## src/design/osd_pkg.sv

```systemverilog
//////////////////////////////////////////////////
// shared types and constants for the osd path
// referenced by scoped name from every rtl module
//////////////////////////////////////////////////

`default_nettype none

package osd_pkg;

  //////////////////////////////////////////////////
  // bitmap byte address, two views of one word
  //////////////////////////////////////////////////

  // pixel view, row within the window and x / 8
  typedef struct packed {
    logic [5:0] row;
    logic [4:0] col;
  } osd_pix_t;

  // memory view, 32-bit word and byte lane
  typedef struct packed {
    logic [8:0] word;
    logic [1:0] lane;
  } osd_mem_t;

  typedef union packed {
    osd_pix_t pix;
    osd_mem_t mem;
  } osd_addr_u;

  //////////////////////////////////////////////////
  // memory map
  //////////////////////////////////////////////////

  // bitmap ram depth in 32-bit words
  localparam int unsigned OSD_WORDS = 512;

  // top address nibble
  localparam logic [3:0] REGION_RAM = 4'h1;
  localparam logic [3:0] REGION_REG = 4'h3;

  // enable register, bit 0 only
  localparam logic [31:0] ADDR_OSD_CTRL = {REGION_REG, 28'h000_0000};

  //////////////////////////////////////////////////
  // window and colour
  //////////////////////////////////////////////////

  // window in pixels, top-left corner of the frame
  localparam int unsigned OSD_W_PIX = 256;
  localparam int unsigned OSD_H_PIX = 64;

  localparam int unsigned RGB_W = 24;

  // white text on a dark slate background
  localparam logic [RGB_W-1:0] OSD_FG_RGB = 24'hff_ff_ff;
  localparam logic [RGB_W-1:0] OSD_BG_RGB = 24'h30_40_50;

endpackage

`default_nettype wire
```

## src/design/osd_pixel_mixer.sv

```systemverilog
//////////////////////////////////////////////////
// picks the fetched bitmap byte, shifts it out one
// pixel per clock and lays the osd colours over
// the incoming picture inside the window
//////////////////////////////////////////////////

`timescale 1ns/1ps
`default_nettype none

module osd_pixel_mixer #(
  parameter logic [osd_pkg::RGB_W-1:0] FG_RGB = osd_pkg::OSD_FG_RGB,
  parameter logic [osd_pkg::RGB_W-1:0] BG_RGB = osd_pkg::OSD_BG_RGB
) (
  input  wire                         clk,
  input  wire                         rst,
  input  wire                         i_fetch,
  input  osd_pkg::osd_addr_u          i_fetch_addr,
  input  wire  [31:0]                 i_fetch_data,
  input  wire                         i_in_window,
  input  wire                         i_vid_de,
  input  wire  [osd_pkg::RGB_W-1:0]   i_vid_rgb,
  output logic [osd_pkg::RGB_W-1:0]   o_vid_rgb
);

  logic       fetch_q;
  logic [1:0] lane_q;
  logic [7:0] fetch_byte;
  logic [7:0] pix_shift;

  // line up with the ram read latency
  always_ff @(posedge clk) begin
    if (rst) begin
      fetch_q <= 1'b0;
    end else begin
      fetch_q <= i_fetch;
    end
  end

  always_ff @(posedge clk) begin
    lane_q <= i_fetch_addr.mem.lane;
  end

  // lane select from the 32-bit word
  always_comb begin
    case (lane_q)
      2'd0:    fetch_byte = i_fetch_data[7:0];
      2'd1:    fetch_byte = i_fetch_data[15:8];
      2'd2:    fetch_byte = i_fetch_data[23:16];
      default: fetch_byte = i_fetch_data[31:24];
    endcase
  end

  //////////////////////////////////////////////////
  // pixel shifter, msb is the leftmost pixel
  //////////////////////////////////////////////////

  always_ff @(posedge clk) begin
    if (rst) begin
      pix_shift <= 8'd0;
    end else if (fetch_q) begin
      pix_shift <= fetch_byte;
    end else begin
      pix_shift <= {pix_shift[6:0], 1'b0};
    end
  end

  // blank outside active video
  always_comb begin
    if (!i_vid_de) begin
      o_vid_rgb = '0;
    end else if (i_in_window) begin
      o_vid_rgb = pix_shift[7] ? FG_RGB : BG_RGB;
    end else begin
      o_vid_rgb = i_vid_rgb;
    end
  end

endmodule

`default_nettype wire

```

## config.mk

```make
export PLATFORM = sky130hd
export DESIGN_NAME = osd_pixel_mixer
export DESIGN_NICKNAME = d
export VERILOG_FILES = /design/src/design/osd_pkg.sv /design/src/design/osd_pixel_mixer.sv
export SDC_FILE = /design/constraint.sdc
export NUM_CORES = 1
export LEC_CHECK = 0
export ABC_CLOCK_PERIOD_IN_PS = 3100
export CORE_AREA = 2 2 57 54
export CTS_CLUSTER_SIZE = 20
export DETAILED_ROUTE_END_ITERATION = 7
export DIE_AREA = 0 0 59 56
export DONT_BUFFER_PORTS = 1
export HOLD_SLACK_MARGIN = 0.03
export PLACE_DENSITY = 0.49
export SYNTH_ARGS = -nofsm -noshare
export SYNTH_HDL_FRONTEND = slang
export SYNTH_SLANG_ARGS = --single-unit
```

## constraint.sdc

```tcl
create_clock -name clk -period 3.1 [get_ports clk]
set_input_delay 0 -clock clk [delete_from_list [all_inputs] [get_ports clk]]
set_output_delay 0 -clock clk [all_outputs]
set_load 0.02 [all_outputs]
```

==> flow_metrics.py <==
metrics = {
    "worst_setup_path": {
        "slowest_stage": "dlygate4sd3_1",
        "cp_max_fo": 15,
        "startpoint_type": "register",
        "path_class": "reg -> reg",
        "critPathMaxStageDelay_ns": 0.58,
        "critical_path.endpoint_type": "register",
        "cp_data_arrival_time_ns": 2.37,
        "critPathRequiredTime_ns": 3.26,
        "path_common_cell": "dlygate4sd3_1",
        "crit_chain": "buf_4 -> mux2i_1 -> dlygate4sd3_1 -> o221ai_1 -> dlygate4sd3_1",
    },
    "sta": {
        "hold_viol_final": 0,
        "finalSetupViolCount": 0,
        "fin_setup_tns_ns": 0,
        "grt_setup_unrepaired": "false",
        "max_slew_margin_pct": 52.8,
        "fmax_ghz": 0.453,
        "skew_ns": 0.00461,
        "tightestPinTransition_ns": 0.701,
        "drv_slew": 0,
        "finalCriticalPeriod_ns": 2.21,
        "period_share_pct": 71.2,
    },
    "final_layout": {
        "drive_above_1_share_pct": 11.0,
        "layout_common_cells": "dlygate4sd3_1 (25), nand2b_1 (19), a21boi_0 (17)",
        "final_common_cell": "dlygate4sd3_1",
        "area_growth_pct": 29.2,
        "fillerInstances": 282,
        "final_cells": 148,
        "diodes": 0,
        "nets": 191,
    },
    "status": {
        "status": "finished clean",
    },
    "synthesis": {
        "avgSynthCellArea_um2": 9.31,
        "synthMuxAreaShare_pct": 18.0,
        "synth_top_family_by_area": "compound AO/OA/AOI/OAI gates",
        "synth_flop_cell": "dfxtp_1",
        "synth_edf_count": 0,
        "synth_xor_area_share_pct": 0,
        "synthAdderAreaFrac_pct": 0,
        "syn-cell-area_um2": 903,
        "synth.net_count": 169,
        "synth-seq-area-share_pct": 24.4,
        "ys_warn_count": 0,
        "ys_types": 18,
        "synth_compound_area_share_pct": 27.4,
        "netlist_instances": 97,
        "ys_async_sr_fraction_pct": 0,
        "ys_ff_latch": 11,
        "synth-simple-area-share_pct": 23.8,
    },
    "clock_network": {
        "cts_hold_buf": 25,
        "cts_tree": "yes",
        "clockBufferDepth": 2,
        "cts_made_buffers": 3,
        "cts_resized": 0,
        "clk_latency_ns": 0.27,
        "cts_root_buffer": "clkbuf_4",
        "path_clk_slew_ns": 0.07,
        "h-tree-depth": 1,
        "post_cts_buffers": 0,
        "cts.sinks": 11,
    },
    "placed_design": {
        "placed_cells": 119,
        "portBuffers": 0,
        "gp_congestion": 0.626,
        "hpwl_mm": 1.54,
    },
    "route": {
        "ant_nets": 0,
        "drt-initial-drc-count": 21,
        "drcViolationCount": 0,
        "drtPass1Iterations": 4,
        "wl_per_cell_um": 16.5,
        "wirelength_mm": 2.45,
        "post_drt_via_cell_ratio": 5.56,
        "vias": 823,
    },
    "grt": {
        "grt_max_degree": 26,
        "top_usage_layer": "met2",
        "grt_remaining_overflow": 0,
        "grt_pass1_vias": 781,
        "antenna_found_initial": 0,
        "grt.total_usage_pct": 14.3,
        "grt_util_met1_pct": 14.4,
        "use_met3_pct": 3.49,
        "grt_pass1_wl_mm": 3.59,
        "grt.met2_usage_pct": 28.3,
    },
    "floorplan": {
        "core_um2": 2660,
        "start_util_pct": 34.0,
        "num_io_pins": 96,
        "die-area_um2": 3300,
        "placementRows": 18,
        "die_w_um": 59,
        "dieHeight_um": 56,
    },
    "power_and_ir_drop": {
        "p_leak_nw": 0.466,
        "p_per_area_nw_per_um2": 309,
        "ir_worst_vdd_mv": 0.207,
    },
    "flow_run": {
        "drv_cap": 0,
    },
    "min_path": {
        "hp-class": "in -> reg",
    },
}
## synthesized netlist by cell type, types with 2 or more instances
cell type | instances | area [um2]
a21boi_1 | 2 | 15.0
a21boi_0 | 17 | 128
o221ai_1 | 6 | 52.6
buf_6 | 3 | 33.8
dfxtp_1 | 11 | 220
nand2b_1 | 19 | 119
o21a_1 | 5 | 37.5
clkbuf_1 | 5 | 18.8
or3b_2 | 7 | 61.3
mux2i_1 | 14 | 140
## power breakdown
group | internal (mW) | switching [mW] | total, mW | leakage (nW)
Combinational | 0.0574 | 0.0534 | 0.111 | 0.361
Sequential | 0.149 | 0.00320 | 0.152 | 0.0906
Clock | 0.0499 | 0.0474 | 0.0972 | 0.0150
## worst paths after layout
check                                startpoint           end  slack (ns)  cells past startpoint
worst max-delay path                  lane_q[1]  pix_shift[2]        0.89                      5
worst min-delay path            i_fetch_data[0]  pix_shift[0]         0.1                      2
worst max register to register        lane_q[1]  pix_shift[2]        0.89                      5
worst min register to register          fetch_q  pix_shift[0]        0.63                      1
## kinds of logic after synthesis
kind of cell,count (synthesis)
flops,11
buf+inv,9
simple gates,31
mux,15
compound gates,31
## flip-flops by register name (all words and copies together) (netlist names)
signal	count
pix_shift	8
lane_q	2
fetch_q	1
## routing by layer
layer	part of all wire, %	up-vias
met5	0	-
met4	0.53	0
met3	7.2	2
met2	55	45
met1	37	379
li1	-	397
## critical path: cells and delay by family (launching register included)
kind	cells	cell delay, ns
compound gates	1	0.13
buf+inv	3	1.42
flops	1	0.31
mux	1	0.24
## per-stage QoR
step	hold WS (ns)	instance area (um2)	total power, mW	setup WS, ns	utilization (%)
after floorplan	0.0277	903	0.236	1.92	-
after global placement	0.0278	891	0.235	1.75	33.5
after detailed placement	0.0278	891	0.236	1.74	33.5
after CTS	0.0825	1170	0.365	0.948	43.9
after global routing	0.0987	1170	0.381	0.772	43.9
final	0.0972	1170	0.360	0.893	43.9
## cell type report
class | count | area [um2] | share of cell area (%)
Multi-Input combinational cell | 77 | 626 | 53.6
Timing Repair Buffer | 26 | 258 | 22.1
Sequential cell | 11 | 220 | 18.9
Tap cell | 30 | 37.5 | 3.22
Clock buffer | 4 | 26.3 | 2.25
No activity file was read; power rests on OpenSTA's default activity.
