<file path="src/design/osd_pkg.sv">
//////////////////////////////////////////////////
// shared types and constants for the osd path
// referenced by scoped name from every rtl module
//////////////////////////////////////////////////

`default_nettype none

package osd_pkg;

  //////////////////////////////////////////////////
  // bitmap byte address, two views of one word
  //////////////////////////////////////////////////

  // pixel view, row within the window and x / 8
  typedef struct packed {
    logic [5:0] row;
    logic [4:0] col;
  } osd_pix_t;

  // memory view, 32-bit word and byte lane
  typedef struct packed {
    logic [8:0] word;
    logic [1:0] lane;
  } osd_mem_t;

  typedef union packed {
    osd_pix_t pix;
    osd_mem_t mem;
  } osd_addr_u;

  //////////////////////////////////////////////////
  // memory map
  //////////////////////////////////////////////////

  // bitmap ram depth in 32-bit words
  localparam int unsigned OSD_WORDS = 512;

  // top address nibble
  localparam logic [3:0] REGION_RAM = 4'h1;
  localparam logic [3:0] REGION_REG = 4'h3;

  // enable register, bit 0 only
  localparam logic [31:0] ADDR_OSD_CTRL = {REGION_REG, 28'h000_0000};

  //////////////////////////////////////////////////
  // window and colour
  //////////////////////////////////////////////////

  // window in pixels, top-left corner of the frame
  localparam int unsigned OSD_W_PIX = 256;
  localparam int unsigned OSD_H_PIX = 64;

  localparam int unsigned RGB_W = 24;

  // white text on a dark slate background
  localparam logic [RGB_W-1:0] OSD_FG_RGB = 24'hff_ff_ff;
  localparam logic [RGB_W-1:0] OSD_BG_RGB = 24'h30_40_50;

endpackage

`default_nettype wire
</file>
<file path="src/design/osd_raster.sv">
//////////////////////////////////////////////////
// follows the incoming video timing and flags
// pixels inside the osd window, one bitmap fetch
// is requested for every eight window pixels
//////////////////////////////////////////////////

`timescale 1ns/1ps
`default_nettype none

module osd_raster (
  input  wire               clk,
  input  wire               rst,
  input  wire               i_vid_hs,
  input  wire               i_vid_vs,
  input  wire               i_vid_de,
  input  wire               i_osd_en,
  output logic              o_in_window,
  output logic              o_fetch,
  output osd_pkg::osd_addr_u o_fetch_addr
);

  // window limits at counter width
  localparam logic [8:0] X_LIM = 9'(osd_pkg::OSD_W_PIX);
  localparam logic [8:0] Y_LIM = 9'(osd_pkg::OSD_H_PIX);

  logic [8:0] x_cnt;
  logic [8:0] y_cnt;

  //////////////////////////////////////////////////
  // raster position
  //////////////////////////////////////////////////

  always_ff @(posedge clk) begin
    if (rst) begin
      x_cnt <= '0;
      y_cnt <= '0;
    end else if (i_vid_vs) begin
      y_cnt <= '0;
    end else if (i_vid_hs) begin
      x_cnt <= '0;
      // only count lines that carried pixels
      if (x_cnt != '0) begin
        y_cnt <= y_cnt + 9'd1;
      end
    end else if (i_vid_de) begin
      x_cnt <= x_cnt + 9'd1;
    end
  end

  //////////////////////////////////////////////////
  // window and fetch
  //////////////////////////////////////////////////

  assign o_in_window = i_osd_en && i_vid_de && (y_cnt < Y_LIM) && (x_cnt < X_LIM);

  // first pixel of each column byte
  assign o_fetch = o_in_window && (x_cnt[2:0] == 3'd0);

  always_comb begin
    o_fetch_addr.pix.row = y_cnt[5:0];
    o_fetch_addr.pix.col = x_cnt[7:3];
  end

endmodule

`default_nettype wire

</file>
<file path="config.mk">
export PLATFORM = sky130hd
export DESIGN_NAME = osd_raster
export DESIGN_NICKNAME = d
export VERILOG_FILES = /design/src/design/osd_pkg.sv /design/src/design/osd_raster.sv
export SDC_FILE = /design/constraint.sdc
export NUM_CORES = 1
export LEC_CHECK = 0
export ABC_AREA = 1
export BUFFER_PORTS_ARGS = -buffer_cell sky130_fd_sc_hd__clkbuf_2
export CAP_MARGIN = 10
export CORE_MARGIN = 3
export CORE_UTILIZATION = 55
export DETAILED_ROUTE_END_ITERATION = 7
export GPL_ROUTABILITY_DRIVEN = 0
export GPL_TIMING_DRIVEN = 0
export PLACE_DENSITY = 0.76
export SLEW_MARGIN = 40
export SYNTH_ARGS = -nofsm -noshare
export SYNTH_HDL_FRONTEND = slang
export SYNTH_SLANG_ARGS = --single-unit
</file>
<file path="constraint.sdc">
create_clock -name clk -period 1.65 [get_ports clk]
set_input_delay 0.0825 -clock clk [delete_from_list [all_inputs] [get_ports clk]]
set_output_delay 0.0825 -clock clk [all_outputs]
set_load 0.05 [all_outputs]
</file>
==> reports/summary.md <==
## Critical path
• startpoint of the worst-slack reg-to-reg timing path: y_cnt[0]$_SDFFE_PP0P_
• Setup Crit Path Kind: flip-flop to output pin
• category of the worst setup path capture point: output pin
• required time of the critical path: 1.57 ns
• Critical Path Start Type: flip-flop
• Reg2Reg Setup Slack: 0.24 ns
• data arrival time at the worst-slack endpoint: 1.46 ns
• CP max FO: 4
• Worst Reg2Reg Path Length in Cells: 7
• Crit Reg-Reg Endpoint: y_cnt[8]$_SDFFE_PP0P_

## Synth
• Syn Std Cell Area: 0.00118 mm2
• number of flip-flops and latches in the synthesized netlist: 18
• synthesized instance count: 181
• mean post-synth cell area: 6.53 um2
• number of synthesized flops with an enable pin: 0
• count of synthesis-stage warnings from yosys: 0
• most used flip-flop cell after synthesis: sky130_fd_sc_hd__dfxtp_1
• main area contributors after synthesis: sky130_fd_sc_hd__dfxtp_1 30%, sky130_fd_sc_hd__nand2_1 15%, sky130_fd_sc_hd__buf_4 7.0%, sky130_fd_sc_hd__inv_1 7.0%, sky130_fd_sc_hd__nor2_1 6.7%
• sequential cell area fraction in the yosys report: 0.305
• most common cell in the synthesized netlist: sky130_fd_sc_hd__nand2_1
• most instantiated cells after synthesis: 47 x sky130_fd_sc_hd__nand2_1, 22 x sky130_fd_sc_hd__inv_1, 21 x sky130_fd_sc_hd__nor2_1
• number of distinct standard cells referenced by the synthesized netlist: 25
• Synth area leader: sky130_fd_sc_hd__dfxtp_1
• Post-Syn Nets: 190
• post-synth top area share: 0.305
• Synth async-reset ratio: 0

## Timing
• final critical-path share of the clock period: 0.932
• hold violation total from the final report: 0
• Fin Hold WS: 0.0826 ns
• min Tclk post-route: 1.54 ns
• Pins Over Slew Limit: 0
• unrepaired setup endpoints after global routing: false
• max frequency: 650 MHz
• transition at the pin with the smallest max-transition slack: 0.274 ns
• largest clock skew in the final design: 0.00177 ns
• relative slew slack: 0.817
• total negative slack for setup checks: 0 ns
• final setup fails: 0

## Floorplan
• number of top-level design ports: 19
• Die Span X: 52.4 um
• die height: 52.4 um
• area of the core: 0.00200 mm2
• Site Rows: 16
• area enclosed by the die boundary: 0.00274 mm2
• initial standard-cell utilization of the core: 0.591

## Pwr
• leak pwr: 0.617 nW
• Design Power: 0.852 mW
• pwr dens: 633 mW/mm2
• maximum resistive drop on vdd: 444 uV

## Global route
• aggregate global-route resource usage: 0.198
• wire length of the first global-routing pass: 4.05 mm
• via count of the first global-routing pass: 996
• gr ovfl total: 0
• initial antenna violation count: 0
• largest net degree at the start of global routing: 11

## Clocking
• cell at the root of the clock tree: sky130_fd_sc_hd__clkbuf_4
• maximum level of the CTS H-tree: 1
• Clock Tree Buf Depth: 2
• count of clock tree sinks: 18
• worst-skew pair later-pin latency: 0.30 ns
• CTS tree: done
• buffer count from post-CTS setup fixing: 0
• number of hold buffers added after cts: 0
• clock input transition at the sequential cells of the worst setup and hold paths: 0.11 ns
• TritonCTS buffer count: 3

## Place
• Buffers on Ports: 17
• post-DP HPWL: 1.85 mm

## Layout
• ratio of cells with drive above 1 in the final layout: 0.252
• utilization of the core after routing: 0.673
• count of antenna diodes in the layout: 0
• Nets: 212
• area added between synthesis and finish: 13.9%

## Run status
• result of the run: completed

## Drt
• total number of vias: 1,133
• post-detailed-route via-to-cell ratio: 4.95
• starting DRC count in detailed routing: 34
• number of design rule violations left after detail routing: 0
• detailed-routing iteration count for the pre-antenna-repair pass: 4
• Avg WL per Cell: 10.3 um
• final routed wirelength across all metal layers: 2.36 mm
• remaining number of nets flagged by the antenna check after routing: 0

## Hold path
• path type of the worst min-delay path: input pin to flip-flop
• Hold Path End: y_cnt[3]$_SDFFE_PP0P_
• Worst Min Path Start: i_vid_hs
• number of stages on the worst hold path: 3

## Job
• number of max-cap violations: 0

cell families after synthesis:
logic type	Yosys count	synth area share
simple gates	94	0.354
fa+ha+maj	3	0.0317
flops	18	0.305
buf+inv	40	0.171
xor+xnor	1	0.00741
compound gates	25	0.130
cell type report:
class                      instances  area, um2
fill                             189        656
multi-input combinational        123        626
sequential                        18        360
inverter                          27        104
buffer                            13       98.8
timing repair buffer              17       87.6
clock buffer                       4       36.3
tap                               27       33.8
sequential cells by signal (all words and copies together), names as in the netlist:
register / count
y_cnt: 9
x_cnt: 9
layout by cell type, fill, tap and decap left out, types with 2 or more instances in the layout:
cell and n:
sky130_fd_sc_hd__inv_2 5, sky130_fd_sc_hd__dfxtp_1 18, sky130_fd_sc_hd__clkbuf_4 3, sky130_fd_sc_hd__clkbuf_2 16, sky130_fd_sc_hd__nor2_1 21, sky130_fd_sc_hd__inv_1 21
sky130_fd_sc_hd__ha_1 3, sky130_fd_sc_hd__nand2_2 3, sky130_fd_sc_hd__nand3_1 11, sky130_fd_sc_hd__a21oi_4 2, sky130_fd_sc_hd__o21ai_1 6, sky130_fd_sc_hd__buf_4 12
sky130_fd_sc_hd__nor2_4 2, sky130_fd_sc_hd__nor3_1 3, sky130_fd_sc_hd__nand2_1 47, sky130_fd_sc_hd__a21oi_1 12, sky130_fd_sc_hd__nand4_1 4, sky130_fd_sc_hd__o21ai_0 3
metal layers:
layer / up-vias / GRT usage / share of wire
li1: 605 / - / -
met5: - / 0 / 0
met3: 5 / 0.0342 / 0.037
met4: 0 / 0.106 / 0.022
met2: 24 / 0.318 / 0.44
met1: 499 / 0.247 / 0.50
metrics by stage:
| stage | cells | setup slack [ns] | instance area (um2) |
|---|---|---|---|
| global placement | 225 | 0.329 | 1310 |
| finish | 229 | 0.112 | 1350 |
| CTS | 229 | 0.0261 | 1350 |
| detailed placement | 225 | 0.280 | 1310 |
| floorplan | 181 | 0.0203 | 1190 |
| global route | 229 | 0.0316 | 1350 |
report_power, final:
| part | leakage [nW] | internal (mW) | switching, mW |
|---|---|---|---|
| clock | 0.0210 | 0.135 | 0.148 |
| sequential | 0.145 | 0.440 | 0.00573 |
| combinational | 0.451 | 0.0384 | 0.0848 |
| total | 0.617 | 0.613 | 0.239 |
how the worst max path moves through the flow:
| stage | start | end | slack (ns) | depth (start not counted) |
|---|---|---|---|---|
| 2_1_floorplan | x_cnt[0]$_SDFFE_PP0P_ | o_fetch | 0.02 | 4 |
| 6_report | x_cnt[0]$_SDFFE_PP0P_ | o_fetch | 0.11 | 5 |
| 5_1_grt | x_cnt[0]$_SDFFE_PP0P_ | o_fetch | 0.03 | 5 |
| 3_5_place_dp | x_cnt[0]$_SDFFE_PP0P_ | y_cnt[2]$_SDFFE_PP0P_ | 0.28 | 8 |
| 3_3_place_gp | x_cnt[0]$_SDFFE_PP0P_ | y_cnt[6]$_SDFFE_PP0P_ | 0.33 | 8 |
| 4_1_cts | x_cnt[0]$_SDFFE_PP0P_ | o_fetch | 0.03 | 5 |
timing repair:
action / CTS / global route
hold endpoints to repair: 0 / 0
gates resized for setup: 1 / 2
endpoints found under the setup margin: 1 / 1
critical path, cell delays in order, from the launching register on:
cell                      delay (ns)
sky130_fd_sc_hd__dfxtp_1        0.34
sky130_fd_sc_hd__inv_2          0.08
sky130_fd_sc_hd__ha_1           0.18
sky130_fd_sc_hd__nand2_1        0.10
sky130_fd_sc_hd__nor4_2         0.22
sky130_fd_sc_hd__buf_4          0.24
No activity file was read; power rests on OpenSTA's default activity.
