### config.mk
export PLATFORM = sky130hd
export DESIGN_NAME = osd_bus_regs
export DESIGN_NICKNAME = d
export VERILOG_FILES = /design/src/design/osd_pkg.sv /design/src/design/osd_bus_regs.sv
export SDC_FILE = /design/constraint.sdc
export NUM_CORES = 1
export LEC_CHECK = 0
export ABC_AREA = 1
export BUFFER_PORTS_ARGS = -buffer_cell sky130_fd_sc_hd__buf_4
export CAP_MARGIN = 10
export CORE_MARGIN = 5
export CORE_UTILIZATION = 25
export CTS_CLUSTER_DIAMETER = 40
export CTS_CLUSTER_SIZE = 14
export DETAILED_ROUTE_END_ITERATION = 12
export PLACE_DENSITY_LB_ADDON = 0.15
export SETUP_SLACK_MARGIN = 0.2
export SYNTH_ARGS = -nofsm -noshare
export SYNTH_HDL_FRONTEND = slang
export SYNTH_SLANG_ARGS = --single-unit
### constraint.sdc
create_clock -name clk -period 1.1 [get_ports clk]
set_input_delay 0.22 -clock clk [delete_from_list [all_inputs] [get_ports clk]]
set_output_delay 0.22 -clock clk [all_outputs]
set_load 0.05 [all_outputs]
### src/design/osd_pkg.sv
//////////////////////////////////////////////////
// shared types and constants for the osd path
// referenced by scoped name from every rtl module
//////////////////////////////////////////////////

`default_nettype none

package osd_pkg;

  //////////////////////////////////////////////////
  // bitmap byte address, two views of one word
  //////////////////////////////////////////////////

  // pixel view, row within the window and x / 8
  typedef struct packed {
    logic [5:0] row;
    logic [4:0] col;
  } osd_pix_t;

  // memory view, 32-bit word and byte lane
  typedef struct packed {
    logic [8:0] word;
    logic [1:0] lane;
  } osd_mem_t;

  typedef union packed {
    osd_pix_t pix;
    osd_mem_t mem;
  } osd_addr_u;

  //////////////////////////////////////////////////
  // memory map
  //////////////////////////////////////////////////

  // bitmap ram depth in 32-bit words
  localparam int unsigned OSD_WORDS = 512;

  // top address nibble
  localparam logic [3:0] REGION_RAM = 4'h1;
  localparam logic [3:0] REGION_REG = 4'h3;

  // enable register, bit 0 only
  localparam logic [31:0] ADDR_OSD_CTRL = {REGION_REG, 28'h000_0000};

  //////////////////////////////////////////////////
  // window and colour
  //////////////////////////////////////////////////

  // window in pixels, top-left corner of the frame
  localparam int unsigned OSD_W_PIX = 256;
  localparam int unsigned OSD_H_PIX = 64;

  localparam int unsigned RGB_W = 24;

  // white text on a dark slate background
  localparam logic [RGB_W-1:0] OSD_FG_RGB = 24'hff_ff_ff;
  localparam logic [RGB_W-1:0] OSD_BG_RGB = 24'h30_40_50;

endpackage

`default_nettype wire
### src/design/osd_bus_regs.sv
//////////////////////////////////////////////////
// bus side of the osd, decodes the address region,
// holds the enable register, drives the bitmap ram
// port and returns read data with a ready pulse
//////////////////////////////////////////////////

`timescale 1ns/1ps
`default_nettype none

module osd_bus_regs (
  input  wire         clk,
  input  wire         rst,
  input  wire         i_bus_valid,
  input  wire  [31:0] i_bus_addr,
  input  wire  [31:0] i_bus_wdata,
  input  wire  [3:0]  i_bus_wstrb,
  input  wire  [31:0] i_ram_rdata,
  input  wire         i_fetch_busy,
  output logic        o_bus_ready,
  output logic [31:0] o_bus_rdata,
  output logic        o_ram_req,
  output logic [8:0]  o_ram_word,
  output logic [3:0]  o_ram_wstrb,
  output logic        o_osd_en
);

  logic [3:0] region;
  logic       is_ram;
  logic       is_reg;
  logic       is_ctrl;
  logic       pend;
  logic       start;
  logic       accept;

  //////////////////////////////////////////////////
  // address decode
  //////////////////////////////////////////////////

  assign region  = i_bus_addr[31:28];
  assign is_ram  = (region == osd_pkg::REGION_RAM);
  assign is_reg  = (region == osd_pkg::REGION_REG);
  assign is_ctrl = is_reg && (i_bus_addr[27:0] == osd_pkg::ADDR_OSD_CTRL[27:0]);

  //////////////////////////////////////////////////
  // request handshake
  //////////////////////////////////////////////////

  // new request, the ready cycle still shows the old one
  assign start = i_bus_valid && !pend && !o_bus_ready;

  // ram waits out every raster fetch cycle
  assign accept = i_bus_valid && pend && !(is_ram && i_fetch_busy);

  always_ff @(posedge clk) begin
    if (rst) begin
      pend        <= 1'b0;
      o_bus_ready <= 1'b0;
    end else begin
      pend        <= start || (pend && i_bus_valid && !accept);
      o_bus_ready <= accept;
    end
  end

  //////////////////////////////////////////////////
  // enable register
  //////////////////////////////////////////////////

  // full word writes only
  always_ff @(posedge clk) begin
    if (rst) begin
      o_osd_en <= 1'b0;
    end else if (accept && is_ctrl && (i_bus_wstrb == 4'b1111)) begin
      o_osd_en <= i_bus_wdata[0];
    end
  end

  //////////////////////////////////////////////////
  // ram port and read data
  //////////////////////////////////////////////////

  assign o_ram_req   = accept && is_ram;
  assign o_ram_word  = i_bus_addr[10:2];
  assign o_ram_wstrb = i_bus_wstrb;

  // address is still held while ready is high
  always_comb begin
    if (is_ram) begin
      o_bus_rdata = i_ram_rdata;
    end else if (is_ctrl) begin
      o_bus_rdata = {31'd0, o_osd_en};
    end else begin
      // unmapped reads as zero
      o_bus_rdata = 32'd0;
    end
  end

endmodule

`default_nettype wire

==> results of run 1 <==
[routing by layer]
metal	track usage, %	wire length [um]	up-vias
met5	0	0	-
met4	5.01	74	0
met3	3.12	347	7
met2	38.7	2720	72
met1	17.3	1380	622
li1	-	-	730
[logic make-up (layout without fill, tap and decap cells)]
logic type | after synthesis | in the layout
buffers and inverters | 55 | 191
and+or+nand+nor | 105 | 105
AOI/OAI and AO/OA | 3 | 3
DFF | 3 | 3
[area by class of cell]
cell class / instances / area [um2]
Timing Repair Buffer: 148 / 1420
Sequential cell: 3 / 65.1
Clock buffer: 4 / 26.3
Fill cell: 196 / 576
Inverter: 39 / 153
Multi-Input combinational cell: 108 / 697
Tap cell: 33 / 41.3
[report_power, final]
| part | switching, mW | internal [mW] |
|---|---|---|
| clock network | 0.0643 | 0.136 |
| registers | 0.00255 | 0.110 |
| logic | 0.379 | 0.353 |
| total | 0.446 | 0.599 |
[per-stage QoR]
stage	setup slack (ns)	hold slack (ns)	instances
2_1_floorplan	-0.0876	0.285	166
6_report	-0.293	0.141	335
3_3_place_gp	-0.285	0.385	321
3_5_place_dp	-0.317	0.387	321
4_1_cts	-0.273	0.137	333
5_1_grt	-0.348	0.143	335
[state kept, by name, indices dropped and copies added, names as in the netlist]
signal       count
o_osd_en         1
pend             1
o_bus_ready      1
[worst max-delay path by stage]
| stage | start | end | cells after the start |
|---|---|---|---|
| after floorplan | i_bus_addr[31] | o_bus_rdata[10] | 4 |
| after global placement | i_bus_addr[25] | o_bus_rdata[0] | 9 |
| after detailed placement | i_bus_addr[25] | o_bus_rdata[0] | 9 |
| after CTS | i_bus_addr[30] | o_bus_rdata[16] | 7 |
| after global routing | i_bus_addr[30] | o_bus_rdata[0] | 9 |
| final | i_bus_addr[30] | o_bus_rdata[12] | 7 |
[synthesized netlist by cell type]
| cell | instances | area, um2 |
|---|---|---|
| nor2_4 | 1 | 11.3 |
| nand2_1 | 26 | 97.6 |
| buf_2 | 3 | 15.0 |
| nor2_1 | 71 | 267 |
| buf_4 | 13 | 97.6 |
| o211ai_1 | 1 | 7.51 |
| a21oi_1 | 2 | 10.0 |
| dfxtp_1 | 3 | 60.1 |
| nand3_2 | 1 | 10.0 |
| inv_1 | 39 | 146 |
| nor2_2 | 1 | 6.26 |
| nand3_1 | 3 | 15.0 |
| nand4_1 | 2 | 12.5 |
[worst max-delay path: stages]
cell and delay [ns]:
buf_6 0.10, nor2_4 0.16, nand3_4 0.13, buf_12 0.16, buf_12 0.14, nor2_4 0.10
buf_6 0.17
[what timing repair did]
| item | 4_1_cts | 5_1_grt |
|---|---|---|
| setup buffers | 6 | 0 |
| gates cloned | 2 | 2 |
| resized for setup | 52 | 9 |
| setup endpoints to repair | 37 | 38 |
| pin swaps | 3 | 3 |
==> impl_metrics.toml, run 1 <==
[outcome]
run_status = "complete, but fails checks"
violated_checks = "setup timing"

[clocking]
cts_buffers = 3
ctsHtreeMaxLevel = 1
clock_tree_from_tritoncts = "yes"
numClockSinks = 3
clock_network_latency_to_the_later_pin_of_the_worst_skew_pair_ns = 0.24
cts.hold.buffers_added = 0
cts-root-to-sink-buffers = 2
clk_pin_slew_worst_paths_ns = 0.04
cts-root-buf = "clkbuf_4"

[placed_design]
port-buffer-count = 120
post_dp_cell_area_mm2 = 0.00198
gp_routability_congestion = 0.728
dp_hpwl_um = 3010

[setup_path]
reg2reg_from = "pend$_SDFF_PP0_"
worst-endpoint-arrival_ns = 1.17
worst-r2r-setup-slack_ns = 0.08
crit_path_start_kind = "input pin"
worst-r2r-cell-count = 7
critical_path.endpoint_type = "output port"
worstSetupPathType = "input pin to output port"
worst_endpoint_required_time_ns = 0.88
critical_path_peak_fanout = 5
crit_reg_reg_endpoint = "o_osd_en$_SDFFE_PP0P_"

[die]
initial_core_util_pct = 25.4
placementRows = 20
fp.dieH_um = 65.0
design.portCount = 152
floorplan.die.width_um = 65.0
core-area_mm2 = 0.00298
area_enclosed_by_the_die_boundary_mm2 = 0.00422

[synthesis]
synth.cell_area_um2 = 756
seq_total_area_yosys_pct = 7.95
post_synth_inst_count = 166
synth.area.mux_share_pct = 0
synth_adder_area_share_pct = 0
yosysWarningCount = 0
number_of_nets_produced_by_synthesis = 270
synth-simple-area-share_pct = 55.5
synth_top_family_by_area = "simple AND/OR/NAND/NOR gates"
synth.avg_cell_area_um2 = 4.55
post_synth_xor_area_fraction_pct = 0
post_synth_num_cell_types = 13
synth-compound-area-share_pct = 2.32
synth.ff_latch_count = 3

[global_route]
grt_pass1_wl_um = 6070
grt_start_max_net_pins = 11
grt_pass1_vias = 1393
number_of_antenna_violations_at_the_first_check_in_global_routing = 0
grt_remaining_overflow = 0
grt_usage_pct = 18.3

[drt]
detail_route.wirelength_um = 4520
drtAntennaViolNets = 0
num_vias = 1431
drc = 0
drt_pre_antenna_iters = 4
routed_wire_length_per_instance_um = 13.5
number_of_design_rule_violations_left_by_the_first_detailed_router_iteration = 39
routed_via_density = 4.27

[sta]
final_min_period_over_clock_period_pct = 127
grt_setup_unrepaired = "yes"
period_needed_ns = 1.39
finalHoldViolations = 0
max_transition_viols_final = 0
setup_viol_count_final = 35
setup-tns-final_ns = -8.97
max_slew.worst_pin.slew_ns = 0.167
max_freq_mhz = 718
clock-skew-final_ns = 0.00238
timing.slew.headroom_pct = 88.8
fin_ws_ns = -0.293

[cells_and_area]
fin_area_mm2 = 0.00240
area.growth.synth_to_final_pct = 218
mostFrequentLayoutCells = "102 x buf_4, 40 x nor2_1, 37 x inv_1, 31 x nor2_4, 27 x buf_6"
fin_util_pct = 80.7
most_frequent_standard_cell_in_the_layout_excluding_fill_and_tap_cells = "buf_4"
nNetsFinal = 407
drive_gt1_share_pct = 63.6
n_antenna_cell = 0

[pwr]
leakagePower_nw = 1.26
ir_drop_uv = 453
power.density_cell_area_mw_per_mm2 = 435
totalPowerFinal_mw = 1.05

[run]
maxCapViolCount = 0

[worst_hold_path]
min_to = "o_bus_ready$_SDFF_PP0_"
hold_path.class = "input pin to flip-flop"
number_of_instances_on_the_worst_hold_path = 2
hold_path_startpoint = "rst"
Note: power is estimated with default switching activity, not from simulation.
==> run 2: changes to the inputs <==
- ABC_AREA: 1 -> 0
- CORE_UTILIZATION: 25 -> 21
==> run 2 against run 1 <==
Against the previous run:
- the flow still finishes with violations (setup timing)
- synthesized cell count shrank 54%
- critical path depth decreased by 1
- worst setup slack worse by 0.10 ns
- power fell by 16%
- critical path type unchanged
- die area shrank 6.9%
- core utilization decreased by 11 points
- final cell count is 32% lower
- combinational power decreased by 22%
- first-iteration DRC count shrank 82%
==> impl_metrics.toml, run 2 <==
[outcome]
run_status = "complete, but fails checks"
violated_checks = "setup timing"

[setup_path]
crit_path_cell_trace = "buf_8 -> nor4b_4 -> buf_4 -> buf_6 -> nor3b_4 -> buf_6"
crit_path_start_kind = "input pin"
critical_path.endpoint_type = "output port"
worst_endpoint_required_time_ns = 0.88
critical_path_depth = 6
timing.critical_path.mode_cell = "buf_6"
timing.critical_path.max_delay_family = "buffers and inverters"
worst-endpoint-arrival_ns = 1.28
critical_path_buf_inv_count = 4
worstSetupPathType = "input pin to output port"
worst-r2r-setup-slack_ns = -0.02
critical_path_peak_fanout = 3
worst_path_max_delay_cell = "nor4b_4"
cp_slowest_stage_delay_ns = 0.31
reg2reg_from = "pend$_SDFF_PP0_"
worst-r2r-cell-count = 4
crit_reg_reg_endpoint = "o_osd_en$_SDFFE_PP0P_"

[sta]
period_needed_ns = 1.50
fin_ws_ns = -0.396
max_transition_viols_final = 0
final_min_period_over_clock_period_pct = 136
setup_viol_count_final = 35
hold_ws_ns = 0.172
timing.slew.headroom_pct = 82.7
max_slew.worst_pin.slew_ns = 0.259
clock-skew-final_ns = 0.00124
finalHoldViolations = 0
setup-tns-final_ns = -11.17
max_freq_mhz = 668
grt_setup_unrepaired = "yes"

[clocking]
cts-root-to-sink-buffers = 2
clock_tree_from_tritoncts = "yes"
clk_pin_slew_worst_paths_ns = 0.04
cts_buffers = 3
clock_network_latency_to_the_later_pin_of_the_worst_skew_pair_ns = 0.23
numClockSinks = 3
ctsHtreeMaxLevel = 1
cts-root-buf = "clkbuf_4"

[pwr]
totalPowerFinal_mw = 0.879
leakagePower_nw = 0.939
power.density_cell_area_mw_per_mm2 = 465
ir_drop_uv = 411

[drt]
drtAntennaViolNets = 0
routed_via_density = 4.49
routed_wire_length_per_instance_um = 14.3
number_of_design_rule_violations_left_by_the_first_detailed_router_iteration = 7
drc = 0
num_vias = 1029
detail_route.wirelength_um = 3260
drt_pre_antenna_iters = 3

[synthesis]
yosysWarningCount = 0
post_synth_inst_count = 77
synth_area_leaders = "and2_1 33%, buf_4 17%, dfxtp_1 10%"
synth-edff-count = 0
number_of_nets_produced_by_synthesis = 181
synth.avg_cell_area_um2 = 7.57
synth.ff_latch_count = 3
postSynth.asyncResetShare_pct = 0
prevailing_post_synth_register_cell = "dfxtp_1"
seq_total_area_yosys_pct = 10.3
post_synth_num_cell_types = 20
largest_area_contributor_in_the_synthesized_netlist = "and2_1"
synth.cell_area_um2 = 583
top_count_cell_post_synth = "and2_1"
synth_top_cells_by_count = "31 x and2_1, 13 x buf_4"
synth_largest_type_area_fraction_pct = 33.3

[placed_design]
gp_routability_congestion = 0.720
post_dp_cell_area_mm2 = 0.00151
dp_hpwl_um = 2600
pre_cts_ws_ns = -0.456
port-buffer-count = 120
cell_count_post_placement = 217

[cells_and_area]
n_antenna_cell = 0
area.growth.synth_to_final_pct = 224
top_flop_regs = "o_bus_ready x1, o_osd_en x1, pend x1"
drive_gt1_share_pct = 90.4
fin_area_mm2 = 0.00189
most_frequent_standard_cell_in_the_layout_excluding_fill_and_tap_cells = "buf_4"
post_layout_nonfiller_instances = 229
nNetsFinal = 303
fin_util_pct = 69.7
mostFrequentLayoutCells = "87 x buf_4, 25 x buf_6, 22 x and2_2, 21 x buf_8, 9 x and2_4"

[die]
floorplan.die.width_um = 62.7
placementRows = 19
fp.dieH_um = 62.7
core-area_mm2 = 0.00271
initial_core_util_pct = 21.5
area_enclosed_by_the_die_boundary_mm2 = 0.00393
design.portCount = 152

[global_route]
grt_remaining_overflow = 0
grt_start_max_net_pins = 32
grt_pass1_vias = 1198
grt_pass1_wl_um = 4860
number_of_antenna_violations_at_the_first_check_in_global_routing = 0
grt_usage_pct = 14.8

[worst_hold_path]
number_of_instances_on_the_worst_hold_path = 2
min_to = "o_bus_ready$_SDFF_PP0_"
hold_path.class = "input pin to flip-flop"
hold_path_startpoint = "rst"

[run]
maxCapViolCount = 0
==> run 2: cell count changes after synthesis, moves of 24 or more <==
cell and delta:
nor2_1 -68, inv_1 -39, and2_1 +31, nand2_1 -24
==> run 2: worst max-delay path by stage <==
| stage | from | endpoint | slack (ns) |
|---|---|---|---|
| after detailed placement | i_bus_addr[1] | o_bus_rdata[0] | -0.46 |
| after CTS | i_bus_addr[13] | o_bus_rdata[0] | -0.37 |
| after global placement | i_bus_addr[1] | o_bus_rdata[0] | -0.41 |
| final | i_bus_addr[29] | o_ram_req | -0.40 |
| after global routing | i_bus_addr[29] | o_ram_req | -0.44 |
| after floorplan | i_bus_addr[29] | o_ram_req | -0.31 |
==> run 2: routing by layer <==
layer,vias up,global-route usage (%),wire length [um]
li1,494,-,-
met1,456,11.6,859
met2,75,30.1,1840
met3,4,7.73,535
met4,0,5.04,29
met5,-,0,0
==> run 2: logic make-up (layout without fill, tap and decap cells) <==
| family | count (synthesis) | count (layout) | synth area share (%) |
|---|---|---|---|
| AND/OR/NAND/NOR | 53 | 53 | 63.9 |
| buffers and inverters | 16 | 137 | 18.7 |
| AO/OA/AOI/OAI | 4 | 4 | 5.37 |
| flip-flops | 3 | 3 | 10.3 |
| multiplexers | 1 | 1 | 1.72 |
==> run 2: report_power, final <==
part	switching, mW	internal, mW
clock	0.0542	0.136
combinational	0.274	0.300
sequential	0.00205	0.113
==> run 2: repair_timing <==
| item | 4_1_cts | 5_1_grt |
|---|---|---|
| resized for setup | 46 | 38 |
| hold buffers | 0 | 0 |
| endpoints found under the setup margin | 37 | 38 |
| pin swaps | 5 | 16 |
| gates cloned | 0 | 2 |
| buffers inserted | 4 | 2 |
==> run 2: area by class of cell <==
type,count,area (um2)
Timing Repair Buffer,133,1250
Fill cell,235,821
Multi-Input combinational cell,58,512
Sequential cell,3,62.6
Tap cell,31,38.8
Clock buffer,4,26.3
==> run 3: changes to the inputs <==
- BUFFER_PORTS_ARGS: -buffer_cell sky130_fd_sc_hd__buf_4 -> not set
- CORE_AREA: not set -> 5 5 56 58
- CORE_MARGIN: 5 -> not set
- CORE_UTILIZATION: 21 -> not set
- CTS_BUF_LIST: not set -> sky130_fd_sc_hd__clkbuf_8
- DIE_AREA: not set -> 0 0 61 63
- DONT_BUFFER_PORTS: not set -> 1
==> run 3 against run 2 <==
Against the previous run:
- the run still ends with setup timing left
- register-to-register slack barely moved
- via count shrank 39%
- routed wire length decreased by 34%
- sequential power barely moved
- combinational power decreased by 65%
- design area down 39%
- critical path depth is 1 lower
- flip-flop and latch count did not move
- clock skew rose by 0.0027 ns
- fmax up 13%
- sequential share of layout area is 2.3 points higher
- critical path type unchanged
- critical endpoint is now o_bus_rdata[0]
- largest power group is now clock
- highest routed layer unchanged
==> impl_metrics.toml, run 3 (synthesis gave the netlist of run 2 again) <==
[outcome]
run_status = "complete, but fails checks"
violated_checks = "setup timing"

[setup_path]
worstSetupPathType = "input pin to output port"
worst_path_max_delay_cell = "nor4_1"
crit_path_start_kind = "input pin"
worst-endpoint-arrival_ns = 1.11
worst_endpoint_required_time_ns = 0.88
worst-r2r-setup-slack_ns = -0.01
worst-r2r-cell-count = 4
crit_reg_reg_endpoint = "o_osd_en$_SDFFE_PP0P_"
critical_path.endpoint_type = "output port"
cp_slowest_stage_delay_ns = 0.24
crit_path_cell_trace = "nor4_1 -> nand2_1 -> nor3_1 -> a22o_2 -> buf_12"
reg2reg_from = "pend$_SDFF_PP0_"
critical_path_peak_fanout = 2
timing.critical_path.from = "i_bus_addr[7]"

[drt]
m1WireLength_um = 579
detail_route.wirelength_um = 2150
routed_wire_length_per_instance_um = 17.0
num_vias = 627
routed_via_density = 4.98
route.met2.wl_um = 1160
number_of_design_rule_violations_left_by_the_first_detailed_router_iteration = 7
drtAntennaViolNets = 0
topRoutingLayerUsed = "met4"
wl_met3_um = 396
drc = 0
drt_pre_antenna_iters = 4

[global_route]
grt_usage_pct = 10.6
grt_pass1_wl_um = 3060
grt_pass1_vias = 668
grt_remaining_overflow = 0
grt_start_max_net_pins = 30
number_of_antenna_violations_at_the_first_check_in_global_routing = 0

[die]
placementRows = 19
area_enclosed_by_the_die_boundary_mm2 = 0.00384
floorplan.die.width_um = 61
core-area_mm2 = 0.00262
initial_core_util_pct = 22.3
design.portCount = 152
fp.dieH_um = 63

[sta]
setup_viol_count_final = 34
fin_ws_ns = -0.226
finalHoldViolations = 0
clock-skew-final_ns = 0.00396
grt_setup_unrepaired = "yes"
setup-tns-final_ns = -5.83
hold_ws_ns = 0.0653
timing.slew.headroom_pct = 83.3
max_slew.worst_pin.slew_ns = 0.250
final_min_period_over_clock_period_pct = 121
max_freq_mhz = 754
period_needed_ns = 1.33
max_transition_viols_final = 0

[worst_hold_path]
min_to = "o_bus_ready$_SDFF_PP0_"
hold_path.class = "input pin to flip-flop"
number_of_instances_on_the_worst_hold_path = 1
hold_path_startpoint = "rst"

[cells_and_area]
nNetsFinal = 200
mostFrequentLayoutCells = "19 x and2_4, 16 x buf_12, 12 x and2_2, 8 x buf_4"
top_flop_regs = "o_bus_ready x1, o_osd_en x1, pend x1"
n_antenna_cell = 0
area.growth.synth_to_final_pct = 96.8
most_frequent_standard_cell_in_the_layout_excluding_fill_and_tap_cells = "and2_4"
drive_gt1_share_pct = 82.1
fin_area_mm2 = 0.00115

[clocking]
cts_buffers = 3
cts-root-to-sink-buffers = 2
clock_network_latency_to_the_later_pin_of_the_worst_skew_pair_ns = 0.22
cts-root-buf = "clkbuf_8"
numClockSinks = 3
clock_tree_from_tritoncts = "yes"
clk_pin_slew_worst_paths_ns = 0.03
ctsHtreeMaxLevel = 1

[placed_design]
gp_routability_congestion = 0.681
post_dp_cell_area_um2 = 952
dp_hpwl_um = 1850
port-buffer-count = 0
pre_cts_ws_ns = -0.274

[pwr]
totalPowerFinal_mw = 0.626
ir_drop_uv = 347
leakagePower_nw = 0.461
power.density_cell_area_mw_per_mm2 = 546

[run]
maxCapViolCount = 0
==> run 3: power by group <==
group | leakage [nW] | switching, mW | internal [mW] | total (mW)
sequential | 0.0258 | 0.00214 | 0.113 | 0.116
combinational | 0.408 | 0.107 | 0.0933 | 0.200
clock | 0.0269 | 0.0730 | 0.238 | 0.311
==> run 3: worst max-delay path: cells and delay by family <==
kind	cells	cell delay (ns)
compound gates	1	0.18
buf+inv	1	0.13
simple gates	3	0.57
==> run 3: final cells by class <==
cell class / count / area [um2]
clock buffer: 3 / 41.3
clock inverter: 1 / 3.75
fill: 244 / 1470
multi-input combinational: 58 / 544
sequential: 3 / 63.8
tap: 31 / 38.8
timing repair buffer: 30 / 455
==> run 3: per-layer routing <==
| metal | vias to the layer above | GRT usage [%] |
|---|---|---|
| met5 | - | 0 |
| met4 | 0 | 4.34 |
| met3 | 2 | 6.82 |
| met2 | 74 | 18.0 |
| met1 | 265 | 9.58 |
| li1 | 286 | - |
==> run 3: metrics by stage <==
| stage | utilization [%] | instances |
|---|---|---|
| after floorplan | - | 77 |
| after global placement | 36.4 | 116 |
| after detailed placement | 36.4 | 116 |
| after CTS | 43.3 | 125 |
| after global routing | 43.9 | 126 |
| final | 43.9 | 126 |
==> run 3: repair_timing <==
item,4_1_cts,5_1_grt
endpoints found under the setup margin,37,37
resized for setup,34,2
hold buffers,0,0
setup buffers,5,1
pin swaps,11,7
==> run 3: how the worst max path moves through the flow <==
stage / cells after the start / end / slack [ns]
4_1_cts: 5 / o_bus_rdata[0] / -0.25
3_5_place_dp: 5 / o_osd_en$_SDFFE_PP0P_ / -0.27
6_report: 5 / o_bus_rdata[0] / -0.23
5_1_grt: 4 / o_bus_rdata[28] / -0.32
2_1_floorplan: 2 / o_ram_req / -0.31
3_3_place_gp: 5 / o_bus_rdata[0] / -0.24
